[src/ctr_pkg.sv]
`default_nettype none

package ctr_pkg;

    // number of counters in the bank
    localparam int unsigned NUM_CTR = 4;
    // width of each counter
    localparam int unsigned CTR_WIDTH = 16;
    // width of a counter index
    localparam int unsigned IDX_WIDTH = 2;
    // sticky overflow flag in every counter
    localparam bit LATCH_OVF = 1'b1;

    // command opcodes
    typedef enum logic [2:0] {
        OP_NOP   = 3'd0,
        OP_CLEAR = 3'd1,
        OP_LOAD  = 3'd2,
        OP_ADD   = 3'd3,
        OP_SUB   = 3'd4,
        OP_READ  = 3'd5
    } ctr_op_e;

    // command word from the outside world
    typedef struct packed {
        ctr_op_e                op;
        logic [IDX_WIDTH-1:0]   idx;
        // load value or delta, depending on the opcode
        logic [CTR_WIDTH-1:0]   data;
    } ctr_cmd_t;

    // decoded controls, registered in the decode stage
    typedef struct packed {
        // one-hot counter select
        logic [NUM_CTR-1:0]     sel;
        logic                   clear;
        logic                   load;
        logic                   en;
        logic                   down;
        // shared load value and delta
        logic [CTR_WIDTH-1:0]   value;
        logic                   rd;
        logic [IDX_WIDTH-1:0]   rd_idx;
    } ctr_ctrl_t;

    // read response
    typedef struct packed {
        logic [CTR_WIDTH-1:0]   value;
        logic                   overflow;
    } ctr_rsp_t;

endpackage

`default_nettype wire

[src/delta_counter.sv]
`timescale 1ns/1ps
`default_nettype none

module delta_counter #(
    parameter int unsigned WIDTH          = 4,
    parameter bit          LATCH_OVERFLOW = 1'b0
) (
    input  logic             clk_i,
    input  logic             rst_ni,
    // synchronous clear, highest priority
    input  logic             clear_i,
    // count enable
    input  logic             en_i,
    // load d_i, wins over counting
    input  logic             load_i,
    // count down instead of up
    input  logic             down_i,
    input  logic [WIDTH-1:0] delta_i,
    input  logic [WIDTH-1:0] d_i,
    output logic [WIDTH-1:0] q_o,
    output logic             overflow_o
);

    // one extra bit holds the carry or borrow of the last step
    logic [WIDTH:0] cnt_q;
    logic [WIDTH:0] cnt_d;

    if (LATCH_OVERFLOW) begin : gen_latched_ovf
        logic ovf_q;
        logic ovf_d;

        always_comb begin
            ovf_d = ovf_q;
            if (clear_i || load_i) begin
                ovf_d = 1'b0;
            end else if (en_i && !ovf_q) begin
                // compare against the visible bits only
                if (down_i) begin
                    ovf_d = (delta_i > cnt_q[WIDTH-1:0]);
                end else begin
                    ovf_d = (cnt_q[WIDTH-1:0] > ({WIDTH{1'b1}} - delta_i));
                end
            end
        end

        always_ff @(posedge clk_i or negedge rst_ni) begin
            if (!rst_ni) begin
                ovf_q <= 1'b0;
            end else begin
                ovf_q <= ovf_d;
            end
        end

        assign overflow_o = ovf_q;
    end else begin : gen_transient_ovf
        // carry out of the last step, seen for as long as it sits in the msb
        assign overflow_o = cnt_q[WIDTH];
    end

    // next count: clear, then load, then count
    always_comb begin
        cnt_d = cnt_q;
        if (clear_i) begin
            cnt_d = '0;
        end else if (load_i) begin
            cnt_d = {1'b0, d_i};
        end else if (en_i) begin
            if (down_i) begin
                cnt_d = {1'b0, cnt_q[WIDTH-1:0]} - {1'b0, delta_i};
            end else begin
                cnt_d = {1'b0, cnt_q[WIDTH-1:0]} + {1'b0, delta_i};
            end
        end
    end

    always_ff @(posedge clk_i or negedge rst_ni) begin
        if (!rst_ni) begin
            cnt_q <= '0;
        end else begin
            cnt_q <= cnt_d;
        end
    end

    // low bits wrap modulo 2**WIDTH
    assign q_o = cnt_q[WIDTH-1:0];

endmodule

`default_nettype wire

[src/ctr_cmd_decoder.sv]
`timescale 1ns/1ps
`default_nettype none

module ctr_cmd_decoder (
    input  logic                clk_i,
    input  logic                rst_ni,
    input  logic                cmd_valid_i,
    input  ctr_pkg::ctr_cmd_t   cmd_i,
    output ctr_pkg::ctr_ctrl_t  ctrl_o
);

    ctr_pkg::ctr_ctrl_t ctrl_d;
    ctr_pkg::ctr_ctrl_t ctrl_q;

    // combinational decode of the incoming command
    always_comb begin
        ctrl_d = '0;
        if (cmd_valid_i) begin
            // index to one-hot select
            ctrl_d.sel    = ctr_pkg::NUM_CTR'(1) << cmd_i.idx;
            ctrl_d.value  = cmd_i.data;
            ctrl_d.rd_idx = cmd_i.idx;
            case (cmd_i.op)
                ctr_pkg::OP_CLEAR: begin
                    ctrl_d.clear = 1'b1;
                end
                ctr_pkg::OP_LOAD: begin
                    ctrl_d.load = 1'b1;
                end
                ctr_pkg::OP_ADD: begin
                    ctrl_d.en = 1'b1;
                end
                ctr_pkg::OP_SUB: begin
                    ctrl_d.en   = 1'b1;
                    ctrl_d.down = 1'b1;
                end
                ctr_pkg::OP_READ: begin
                    ctrl_d.rd = 1'b1;
                end
                default: begin
                    // nop and unused codes leave every control low
                    ctrl_d.sel = '0;
                end
            endcase
        end
    end

    // controls reach bank and readback one cycle after the command
    always_ff @(posedge clk_i or negedge rst_ni) begin
        if (!rst_ni) begin
            ctrl_q <= '0;
        end else begin
            ctrl_q <= ctrl_d;
        end
    end

    assign ctrl_o = ctrl_q;

endmodule

`default_nettype wire

[src/ctr_bank.sv]
`timescale 1ns/1ps
`default_nettype none

module ctr_bank (
    input  logic                                                    clk_i,
    input  logic                                                    rst_ni,
    input  ctr_pkg::ctr_ctrl_t                                      ctrl_i,
    output logic [ctr_pkg::NUM_CTR-1:0][ctr_pkg::CTR_WIDTH-1:0]     values_o,
    output logic [ctr_pkg::NUM_CTR-1:0]                             overflows_o
);

    for (genvar i = 0; i < ctr_pkg::NUM_CTR; i++) begin : gen_ctr
        logic clear;
        logic load;
        logic en;
        logic down;

        // shared controls only reach the selected counter
        assign clear = ctrl_i.clear & ctrl_i.sel[i];
        assign load  = ctrl_i.load  & ctrl_i.sel[i];
        assign en    = ctrl_i.en    & ctrl_i.sel[i];
        assign down  = ctrl_i.down  & ctrl_i.sel[i];

        // value doubles as load data and delta
        delta_counter #(
            .WIDTH          (ctr_pkg::CTR_WIDTH),
            .LATCH_OVERFLOW (ctr_pkg::LATCH_OVF)
        ) i_delta_counter (
            .clk_i      (clk_i),
            .rst_ni     (rst_ni),
            .clear_i    (clear),
            .en_i       (en),
            .load_i     (load),
            .down_i     (down),
            .delta_i    (ctrl_i.value),
            .d_i        (ctrl_i.value),
            .q_o        (values_o[i]),
            .overflow_o (overflows_o[i])
        );
    end

endmodule

`default_nettype wire

[src/ctr_readback.sv]
`timescale 1ns/1ps
`default_nettype none

module ctr_readback (
    input  logic                                                    clk_i,
    input  logic                                                    rst_ni,
    input  ctr_pkg::ctr_ctrl_t                                      ctrl_i,
    input  logic [ctr_pkg::NUM_CTR-1:0][ctr_pkg::CTR_WIDTH-1:0]     values_i,
    input  logic [ctr_pkg::NUM_CTR-1:0]                             overflows_i,
    output ctr_pkg::ctr_rsp_t                                       rsp_o,
    output logic                                                    rsp_valid_o
);

    ctr_pkg::ctr_rsp_t rsp_d;
    ctr_pkg::ctr_rsp_t rsp_q;
    logic              valid_q;

    // ctrl_i is already one cycle behind the command, so the bank
    // outputs here include every earlier update
    always_comb begin
        // hold the last response when there is no read
        rsp_d = rsp_q;
        if (ctrl_i.rd) begin
            rsp_d.value    = values_i[ctrl_i.rd_idx];
            rsp_d.overflow = overflows_i[ctrl_i.rd_idx];
        end
    end

    always_ff @(posedge clk_i or negedge rst_ni) begin
        if (!rst_ni) begin
            rsp_q   <= '0;
            valid_q <= 1'b0;
        end else begin
            rsp_q   <= rsp_d;
            // single-cycle pulse per read
            valid_q <= ctrl_i.rd;
        end
    end

    assign rsp_o       = rsp_q;
    assign rsp_valid_o = valid_q;

endmodule

`default_nettype wire

[src/ctr_unit.sv]
`timescale 1ns/1ps
`default_nettype none

module ctr_unit (
    input  logic                clk_i,
    input  logic                rst_ni,
    input  logic                cmd_valid_i,
    input  ctr_pkg::ctr_cmd_t   cmd_i,
    output ctr_pkg::ctr_rsp_t   rsp_o,
    output logic                rsp_valid_o
);

    // registered controls from decode
    ctr_pkg::ctr_ctrl_t ctrl;
    // counter state from execute
    logic [ctr_pkg::NUM_CTR-1:0][ctr_pkg::CTR_WIDTH-1:0] values;
    logic [ctr_pkg::NUM_CTR-1:0]                         overflows;

    // decode stage
    ctr_cmd_decoder i_ctr_cmd_decoder (
        .clk_i       (clk_i),
        .rst_ni      (rst_ni),
        .cmd_valid_i (cmd_valid_i),
        .cmd_i       (cmd_i),
        .ctrl_o      (ctrl)
    );

    // execute stage
    ctr_bank i_ctr_bank (
        .clk_i       (clk_i),
        .rst_ni      (rst_ni),
        .ctrl_i      (ctrl),
        .values_o    (values),
        .overflows_o (overflows)
    );

    // result stage, two cycles from command to response
    ctr_readback i_ctr_readback (
        .clk_i       (clk_i),
        .rst_ni      (rst_ni),
        .ctrl_i      (ctrl),
        .values_i    (values),
        .overflows_i (overflows),
        .rsp_o       (rsp_o),
        .rsp_valid_o (rsp_valid_o)
    );

endmodule

`default_nettype wire

[config.mk]
export PLATFORM = sky130hd
export DESIGN_NAME = ctr_unit
export DESIGN_NICKNAME = d
export VERILOG_FILES = /design/src/ctr_pkg.sv /design/src/delta_counter.sv /design/src/ctr_cmd_decoder.sv /design/src/ctr_bank.sv /design/src/ctr_readback.sv /design/src/ctr_unit.sv
export SDC_FILE = /design/constraint.sdc
export NUM_CORES = 1
export LEC_CHECK = 0
export BUFFER_PORTS_ARGS = -buffer_cell sky130_fd_sc_hd__buf_2
export CAP_MARGIN = 15
export CORE_MARGIN = 2
export CORE_UTILIZATION = 60
export CTS_BUF_LIST = sky130_fd_sc_hd__clkbuf_4
export DETAILED_ROUTE_END_ITERATION = 16
export PLACE_DENSITY_LB_ADDON = 0.12
export SLEW_MARGIN = 15
export SYNTH_ARGS = -nofsm -noshare
export SYNTH_HDL_FRONTEND = slang
export SYNTH_HIERARCHICAL = 1
export SYNTH_SLANG_ARGS = --single-unit
[constraint.sdc]
create_clock -name clk_i -period 3.17 [get_ports clk_i]
set_clock_uncertainty 0.1 [all_clocks]
set_input_delay 0.1585 -clock clk_i [delete_from_list [all_inputs] [get_ports clk_i]]
set_output_delay 0.1585 -clock clk_i [all_outputs]
set_load 0.01 [all_outputs]
Yosys cells after proc, flatten, opt, wreduce, memory -nomap -nowiden. Cells that the tools add are included.

Flip-flop bits (word level): 113. Bits of input ports: 24. Output and inout port bits: 18.

Multiplexer cells: 39. Shift operators: 1. $add $sub $neg: 9. Bitwise logic cells: 16. Reduce and logical (&&, ||, !) cells: 22. $lt $le $gt $ge: 9. Eq/ne operators: 5.

Operator list (count): $mux 16 (17); $gt 16x16->1 (8); $add 16x16->16 (4); $sub 16x16->16 (4); $bmux 16 s2 (1); $mux 27 (1); $mux 1 (18); $and 1x1->1 (16); $sub 16x16->16 const A (1); $reduce_bool 3->1 (4); $reduce_bool 2->1 (4); $eq 3x2->1 const B (2); $eq 3x3->1 const B (2); $reduce_or 5->1 (1); $logic_and 1x1->1 (4); $logic_not 1->1 (4); $logic_or 1x1->1 (4); $mux 4 (1); $shl 1x2->4 const A (1); $eq 3x1->1 const B (1); $lt 2x3->1 const B (1); $bmux 1 s2 (1); $reduce_or 2->1 (1).

Depth between registers and ports, before layout.
Depth in word-level cells: 5. Depth in mapped cells: 11. Depth with buffers taken out: 11.

Cells and area by module. The synthesis kept the hierarchy.

Modules (own cells, without submodules): delta_counter at i_ctr_bank.gen_ctr[2].i_delta_counter ... (area an instance 2832.7 um^2, sequential area each 425.4 um^2, cells an instance 369, times used 2); delta_counter at i_ctr_bank.gen_ctr[0].i_delta_counter ... (area an instance 2463.6 um^2, sequential area each 425.4 um^2, cells an instance 324, times used 2); ctr_readback (area an instance 1168.6 um^2, sequential area each 450.4 um^2, cells an instance 97, times used 1); ctr_cmd_decoder (area an instance 913.4 um^2, sequential area each 675.6 um^2, cells an instance 63, times used 1); ctr_bank (area an instance 100.1 um^2, sequential area each 0.0 um^2, cells an instance 16, times used 1).

Worst setup path after synthesis. OpenSTA, ideal clock, no wires.

Path kind: flip-flop to flip-flop. Start point: register i_ctr_cmd_decoder.ctrl_q (netlist bit i_ctr_cmd_decoder/ctrl_o[4]). End point: register i_ctr_bank.gen_ctr[0].i_delta_counter.cnt_q[12]. Buffers on the path: 0. Required time: 2932 ps. Cell stages (with the launch flop): 10. Setup slack: 444 ps. Period minus slack after synthesis: 2726 ps. Data arrival time: 2488 ps. Library setup time: 138 ps. Cell sequence: dfrtp_1 -> fa_1 -> nand2b_4 -> a221o_1 -> a21oi_2 -> o311ai_2 -> o311a_1 -> a21oi_1 -> xor2_1 -> o22ai_1.

Longest elaborated chain between the ends: 5. Elaborated cells between the ends (all ways): 6. Classes of those cells: 2 x add/sub; 4 x mux.

RTL lines: from (decl) (line ctr_cmd_decoder.sv:13) `ctr_pkg::ctr_ctrl_t ctrl_q;`; from (signal assigned) (line ctr_cmd_decoder.sv:53) `ctrl_q <= ctrl_d;`; $add 16x16->16 or $sub 16x16->16 (tied branches) (line delta_counter.sv:71, delta_counter.sv:69); $mux 16 (*) (line delta_counter.sv:68) `if (down_i) begin`; $mux 16 (*) (line delta_counter.sv:67) `end else if (en_i) begin`; $mux 16 (*) (line delta_counter.sv:65) `end else if (load_i) begin`; $mux 16 (*) (line delta_counter.sv:63) `if (clear_i) begin`; to (signal assigned) (line delta_counter.sv:80) `cnt_q <= cnt_d;`; to (decl) (line delta_counter.sv:25) `logic [WIDTH:0] cnt_q;`.

Every way passes the cells marked *; elsewhere a longest branch is shown, timed or not. The select of a mux whose other input is x is not followed. A chain may end at the register's enable or synchronous reset.

Worst setup path in the final report.
Start point: register i_ctr_cmd_decoder.ctrl_q (netlist bit i_ctr_cmd_decoder/ctrl_o[3]). End point: register i_ctr_bank.gen_ctr[1].i_delta_counter.cnt_q[12].

Longest elaborated chain between the ends: 5. Elaborated cells between the ends (all ways): 6. Classes of those cells: 2 x add/sub; 4 x mux.

RTL lines (line): $add 16x16->16 or $sub 16x16->16 (tied branches) (delta_counter.sv:71, delta_counter.sv:69); $mux 16 (*) (delta_counter.sv:68); $mux 16 (*) (delta_counter.sv:67); $mux 16 (*) (delta_counter.sv:65); $mux 16 (*) (delta_counter.sv:63); to (signal assigned) (delta_counter.sv:80); to (decl) (delta_counter.sv:25).

Marks and branches as above.

==> flow_summary.ini <==
[global_routing]
grt_usage_pct = 38.18
first_global_vias = 11928
grt_first_pass_wirelength_um = 66180
leftover_overflow_at_the_end_of_global_routing = 0
maximum_number_of_pins_on_one_net_before_global_route_repair = 56
antenna_found_initial = 2

[flow_run]
count_of_max_cap_constraint_violations = 0

[floorplanning]
die_h_um = 149.9
die-area_um2 = 22470
initial_core_util_pct = 60.96
die_w_um = 149.9
rows = 53
fp.coreArea_um2 = 20960
number_of_placed_i_o_pins = 42

[status]
status = complete, no violations

[setup_path]
critical_path_peak_fanout = 8
timing.setup.critical_path_class = reg2reg
arrival_ps = 3390
critical_path.startpoint_type = flop
timing.critical_path.required_ps = 3510
cp-end-kind = flop

[power]
finalPower_w = 0.006577
peakVddDrop_v = 0.0004111
pd_cells_nw_per_um2 = 469.6
leakage_nw = 6.346

[synth]
syn-cell-area_um2 = 12770
ys_seq_area_share_pct = 22.14
syn_area_per_cell_um2 = 8.178
post-synth-top-area-cell = sky130_fd_sc_hd__dfrtp_1
synth.ff_latch_count = 113
synthTopCellsByArea = sky130_fd_sc_hd__dfrtp_1, sky130_fd_sc_hd__ha_1, sky130_fd_sc_hd__a21oi_1, sky130_fd_sc_hd__mux2i_1, sky130_fd_sc_hd__inv_1
asyncSetResetFlopFracSynth_pct = 100.0
synth.lib_cells_used.distinct = 89
synth_cells = 1562
synth_flop_cell = sky130_fd_sc_hd__dfrtp_1
synth-edff-count = 0
synth_warnings = 6
synth.net_count = 1730
synth_largest_type_area_fraction_pct = 22.14

[timing]
post-route-min-period_ps = 3047
grt_setup_unrepaired = false
worst_slew_margin_rel_pct = 42.51
timing_max_transition_violations_final = 0
final-hold-violation-count = 0
finalSetupViolations = 0
final.hold.worst_slack_ps = 122.1
timing.setup.tns_ps = 0
worst-slew-pin-transition_ps = 862.3
post-route-period-util_pct = 96.11
final.setup.worst_slack_ps = 123.2
f_max_mhz = 328.2

[cts]
clock_sink_total = 113
ctsHtreeMaxLevel = 4
cts_tree = yes
clk_transition_reported_paths_ps = 120
ctsLongestPathBuffers = 2
tritoncts.num_buffers = 17
ctsRootBufferMaster = sky130_fd_sc_hd__clkbuf_4
clk_latency_ps = 580

[placement]
detailedPlacementHpwl_um = 30920
place_ws_ps = 60.69
numPortBuffers = 41
routability_congestion = 0.9478

[routing]
dr.pass1.iters = 6
detailedRoute.firstIterationViolations = 1489
vias_per_cell = 6.595
detail-route-antenna-nets = 0
number_of_remaining_drc_errors = 0
dr_total_vias = 12741
postRouteWirelength_um = 42460
wire_per_inst_um = 21.98

[finish]
commonest_cells_after_routing_fill_and_taps_aside = sky130_fd_sc_hd__inv_1, sky130_fd_sc_hd__ha_1, sky130_fd_sc_hd__nor2_1
final_nets = 1811
layout_commonest_cell = sky130_fd_sc_hd__inv_1
drive_above_1_share_pct = 11.59
area_growth_pct = 9.637

[worst_hold_path]
worstHoldPathType = in2async
-- Yosys cell counts, types with 16 or more instances --
cell type                  instances
sky130_fd_sc_hd__mux2i_1          58
sky130_fd_sc_hd__o31ai_1          18
sky130_fd_sc_hd__buf_6            19
sky130_fd_sc_hd__ha_1            136
sky130_fd_sc_hd__nor2_1          124
sky130_fd_sc_hd__inv_1           147
sky130_fd_sc_hd__nand3_1          32
sky130_fd_sc_hd__a31oi_1          22
sky130_fd_sc_hd__o22ai_1          16
sky130_fd_sc_hd__clkbuf_1         35
sky130_fd_sc_hd__a22oi_1          28
sky130_fd_sc_hd__buf_2            21
sky130_fd_sc_hd__o221ai_1         21
sky130_fd_sc_hd__nand2b_1         39
sky130_fd_sc_hd__o21a_1           20
sky130_fd_sc_hd__a21oi_1         120
sky130_fd_sc_hd__a221oi_1         20
sky130_fd_sc_hd__nor3_1           28
sky130_fd_sc_hd__and2_1           37
sky130_fd_sc_hd__o211ai_1         24
sky130_fd_sc_hd__a211oi_1         18
sky130_fd_sc_hd__dfrtp_1         113
sky130_fd_sc_hd__xnor2_1          24
sky130_fd_sc_hd__nor4_1           22
sky130_fd_sc_hd__o21ai_0          60
sky130_fd_sc_hd__nand2_1          66
sky130_fd_sc_hd__nor2b_1          42
-- area by class of cell --
type	count	area, um2
multi-input combinational	1207	8802
sequential	113	2830
tap	275	344.1
inverter	151	566.8
clock buffer	18	135.1
fill	1862	6949
timing repair buffer	153	1194
clock inverter	14	131.4
antenna	1	2.502
-- flip-flops by register name, indices dropped and copies added, names as in the netlist --
signal,flops
i_ctr_cmd_decoder/ctrl_o,27
i_ctr_readback/rsp_valid_o,1
i_ctr_readback/rsp_o,17
i_ctr_bank/gen_ctr.i_delta_counter/overflow_o,4
i_ctr_bank/gen_ctr.i_delta_counter/cnt_q,64
-- per-layer routing --
layer / track usage (%) / wire, um
met1: 54.93 / 18680
met2: 56.94 / 18340
met5: 0 / 0
met4: 11.79 / 1235
met3: 8.567 / 4205
-- worst paths after layout --
path / from / end / slack [ps] / depth (start not counted)
worst max-delay path: i_ctr_cmd_decoder/ctrl_o[3]$_DFF_PN0_ / i_ctr_bank/gen_ctr[1].i_delta_counter/cnt_q[12]$_DFFE_PN0P_ / 120 / 10
worst max register to register: i_ctr_cmd_decoder/ctrl_o[3]$_DFF_PN0_ / i_ctr_bank/gen_ctr[1].i_delta_counter/cnt_q[12]$_DFFE_PN0P_ / 120 / 10
worst min-delay path: rst_ni / i_ctr_bank/gen_ctr[1].i_delta_counter/cnt_q[1]$_DFFE_PN0P_ / 120 / 2
worst min register to register: i_ctr_readback/rsp_o[7]$_DFFE_PN0P_ / i_ctr_readback/rsp_o[7]$_DFFE_PN0P_ / 410 / 2
max in group asynchronous: rst_ni / i_ctr_bank/gen_ctr[1].i_delta_counter/cnt_q[10]$_DFFE_PN0P_ / 1990 / 3
min in group clk_i: cmd_i[16] / i_ctr_cmd_decoder/ctrl_o[0]$_DFF_PN0_ / 290 / 3
-- logic make-up after synthesis --
| family | count (synthesis) | synth area share (%) |
|---|---|---|
| muxes | 58 | 4.545 |
| adders and majority gates | 144 | 14.57 |
| DFF | 113 | 22.14 |
| xor gates and xnor gates | 32 | 2.194 |
| AOI/OAI and AO/OA | 502 | 27.59 |
| and+or+nand+nor | 471 | 19.94 |
| buffers and inverters | 242 | 9.021 |
-- worst max-delay path, cell delays in order (launching register included) --
cell and delay [ps]:
sky130_fd_sc_hd__dfrtp_1 520, sky130_fd_sc_hd__ha_1 270, sky130_fd_sc_hd__fa_1 380, sky130_fd_sc_hd__nor2b_1 170, sky130_fd_sc_hd__o211ai_1 140, sky130_fd_sc_hd__a21oi_1 250, sky130_fd_sc_hd__nor2b_1 110, sky130_fd_sc_hd__o41ai_2 430
sky130_fd_sc_hd__a21oi_1 160, sky130_fd_sc_hd__xor2_1 260, sky130_fd_sc_hd__o22ai_1 130
-- power breakdown --
part	switching, W	internal [W]	total (W)
registers	0.000385	0.00167	0.00206
clock network	0.000703	0.000405	0.00111
logic	0.00203	0.00138	0.00341
total	0.00312	0.00346	0.00658
-- stage by stage --
| stage | instances | area, um2 | util (%) |
|---|---|---|---|
| 6_report | 1932 | 14010 | 66.84 |
| 5_1_grt | 1932 | 14010 | 66.84 |
| 4_1_cts | 1931 | 13990 | 66.78 |
| 3_5_place_dp | 1861 | 13350 | 63.70 |
| 3_3_place_gp | 1861 | 13350 | 63.70 |
| 2_1_floorplan | 1562 | 12770 | - |
-- repair_timing --
action | in CTS | in global routing
hold buffers | 38 | 0
gates resized for setup | 0 | 3
endpoints found under the setup margin | 0 | 3
endpoints found under the hold margin | 80 | 0
setup buffers | 0 | 0
Note: power is estimated with default switching activity, not from simulation.
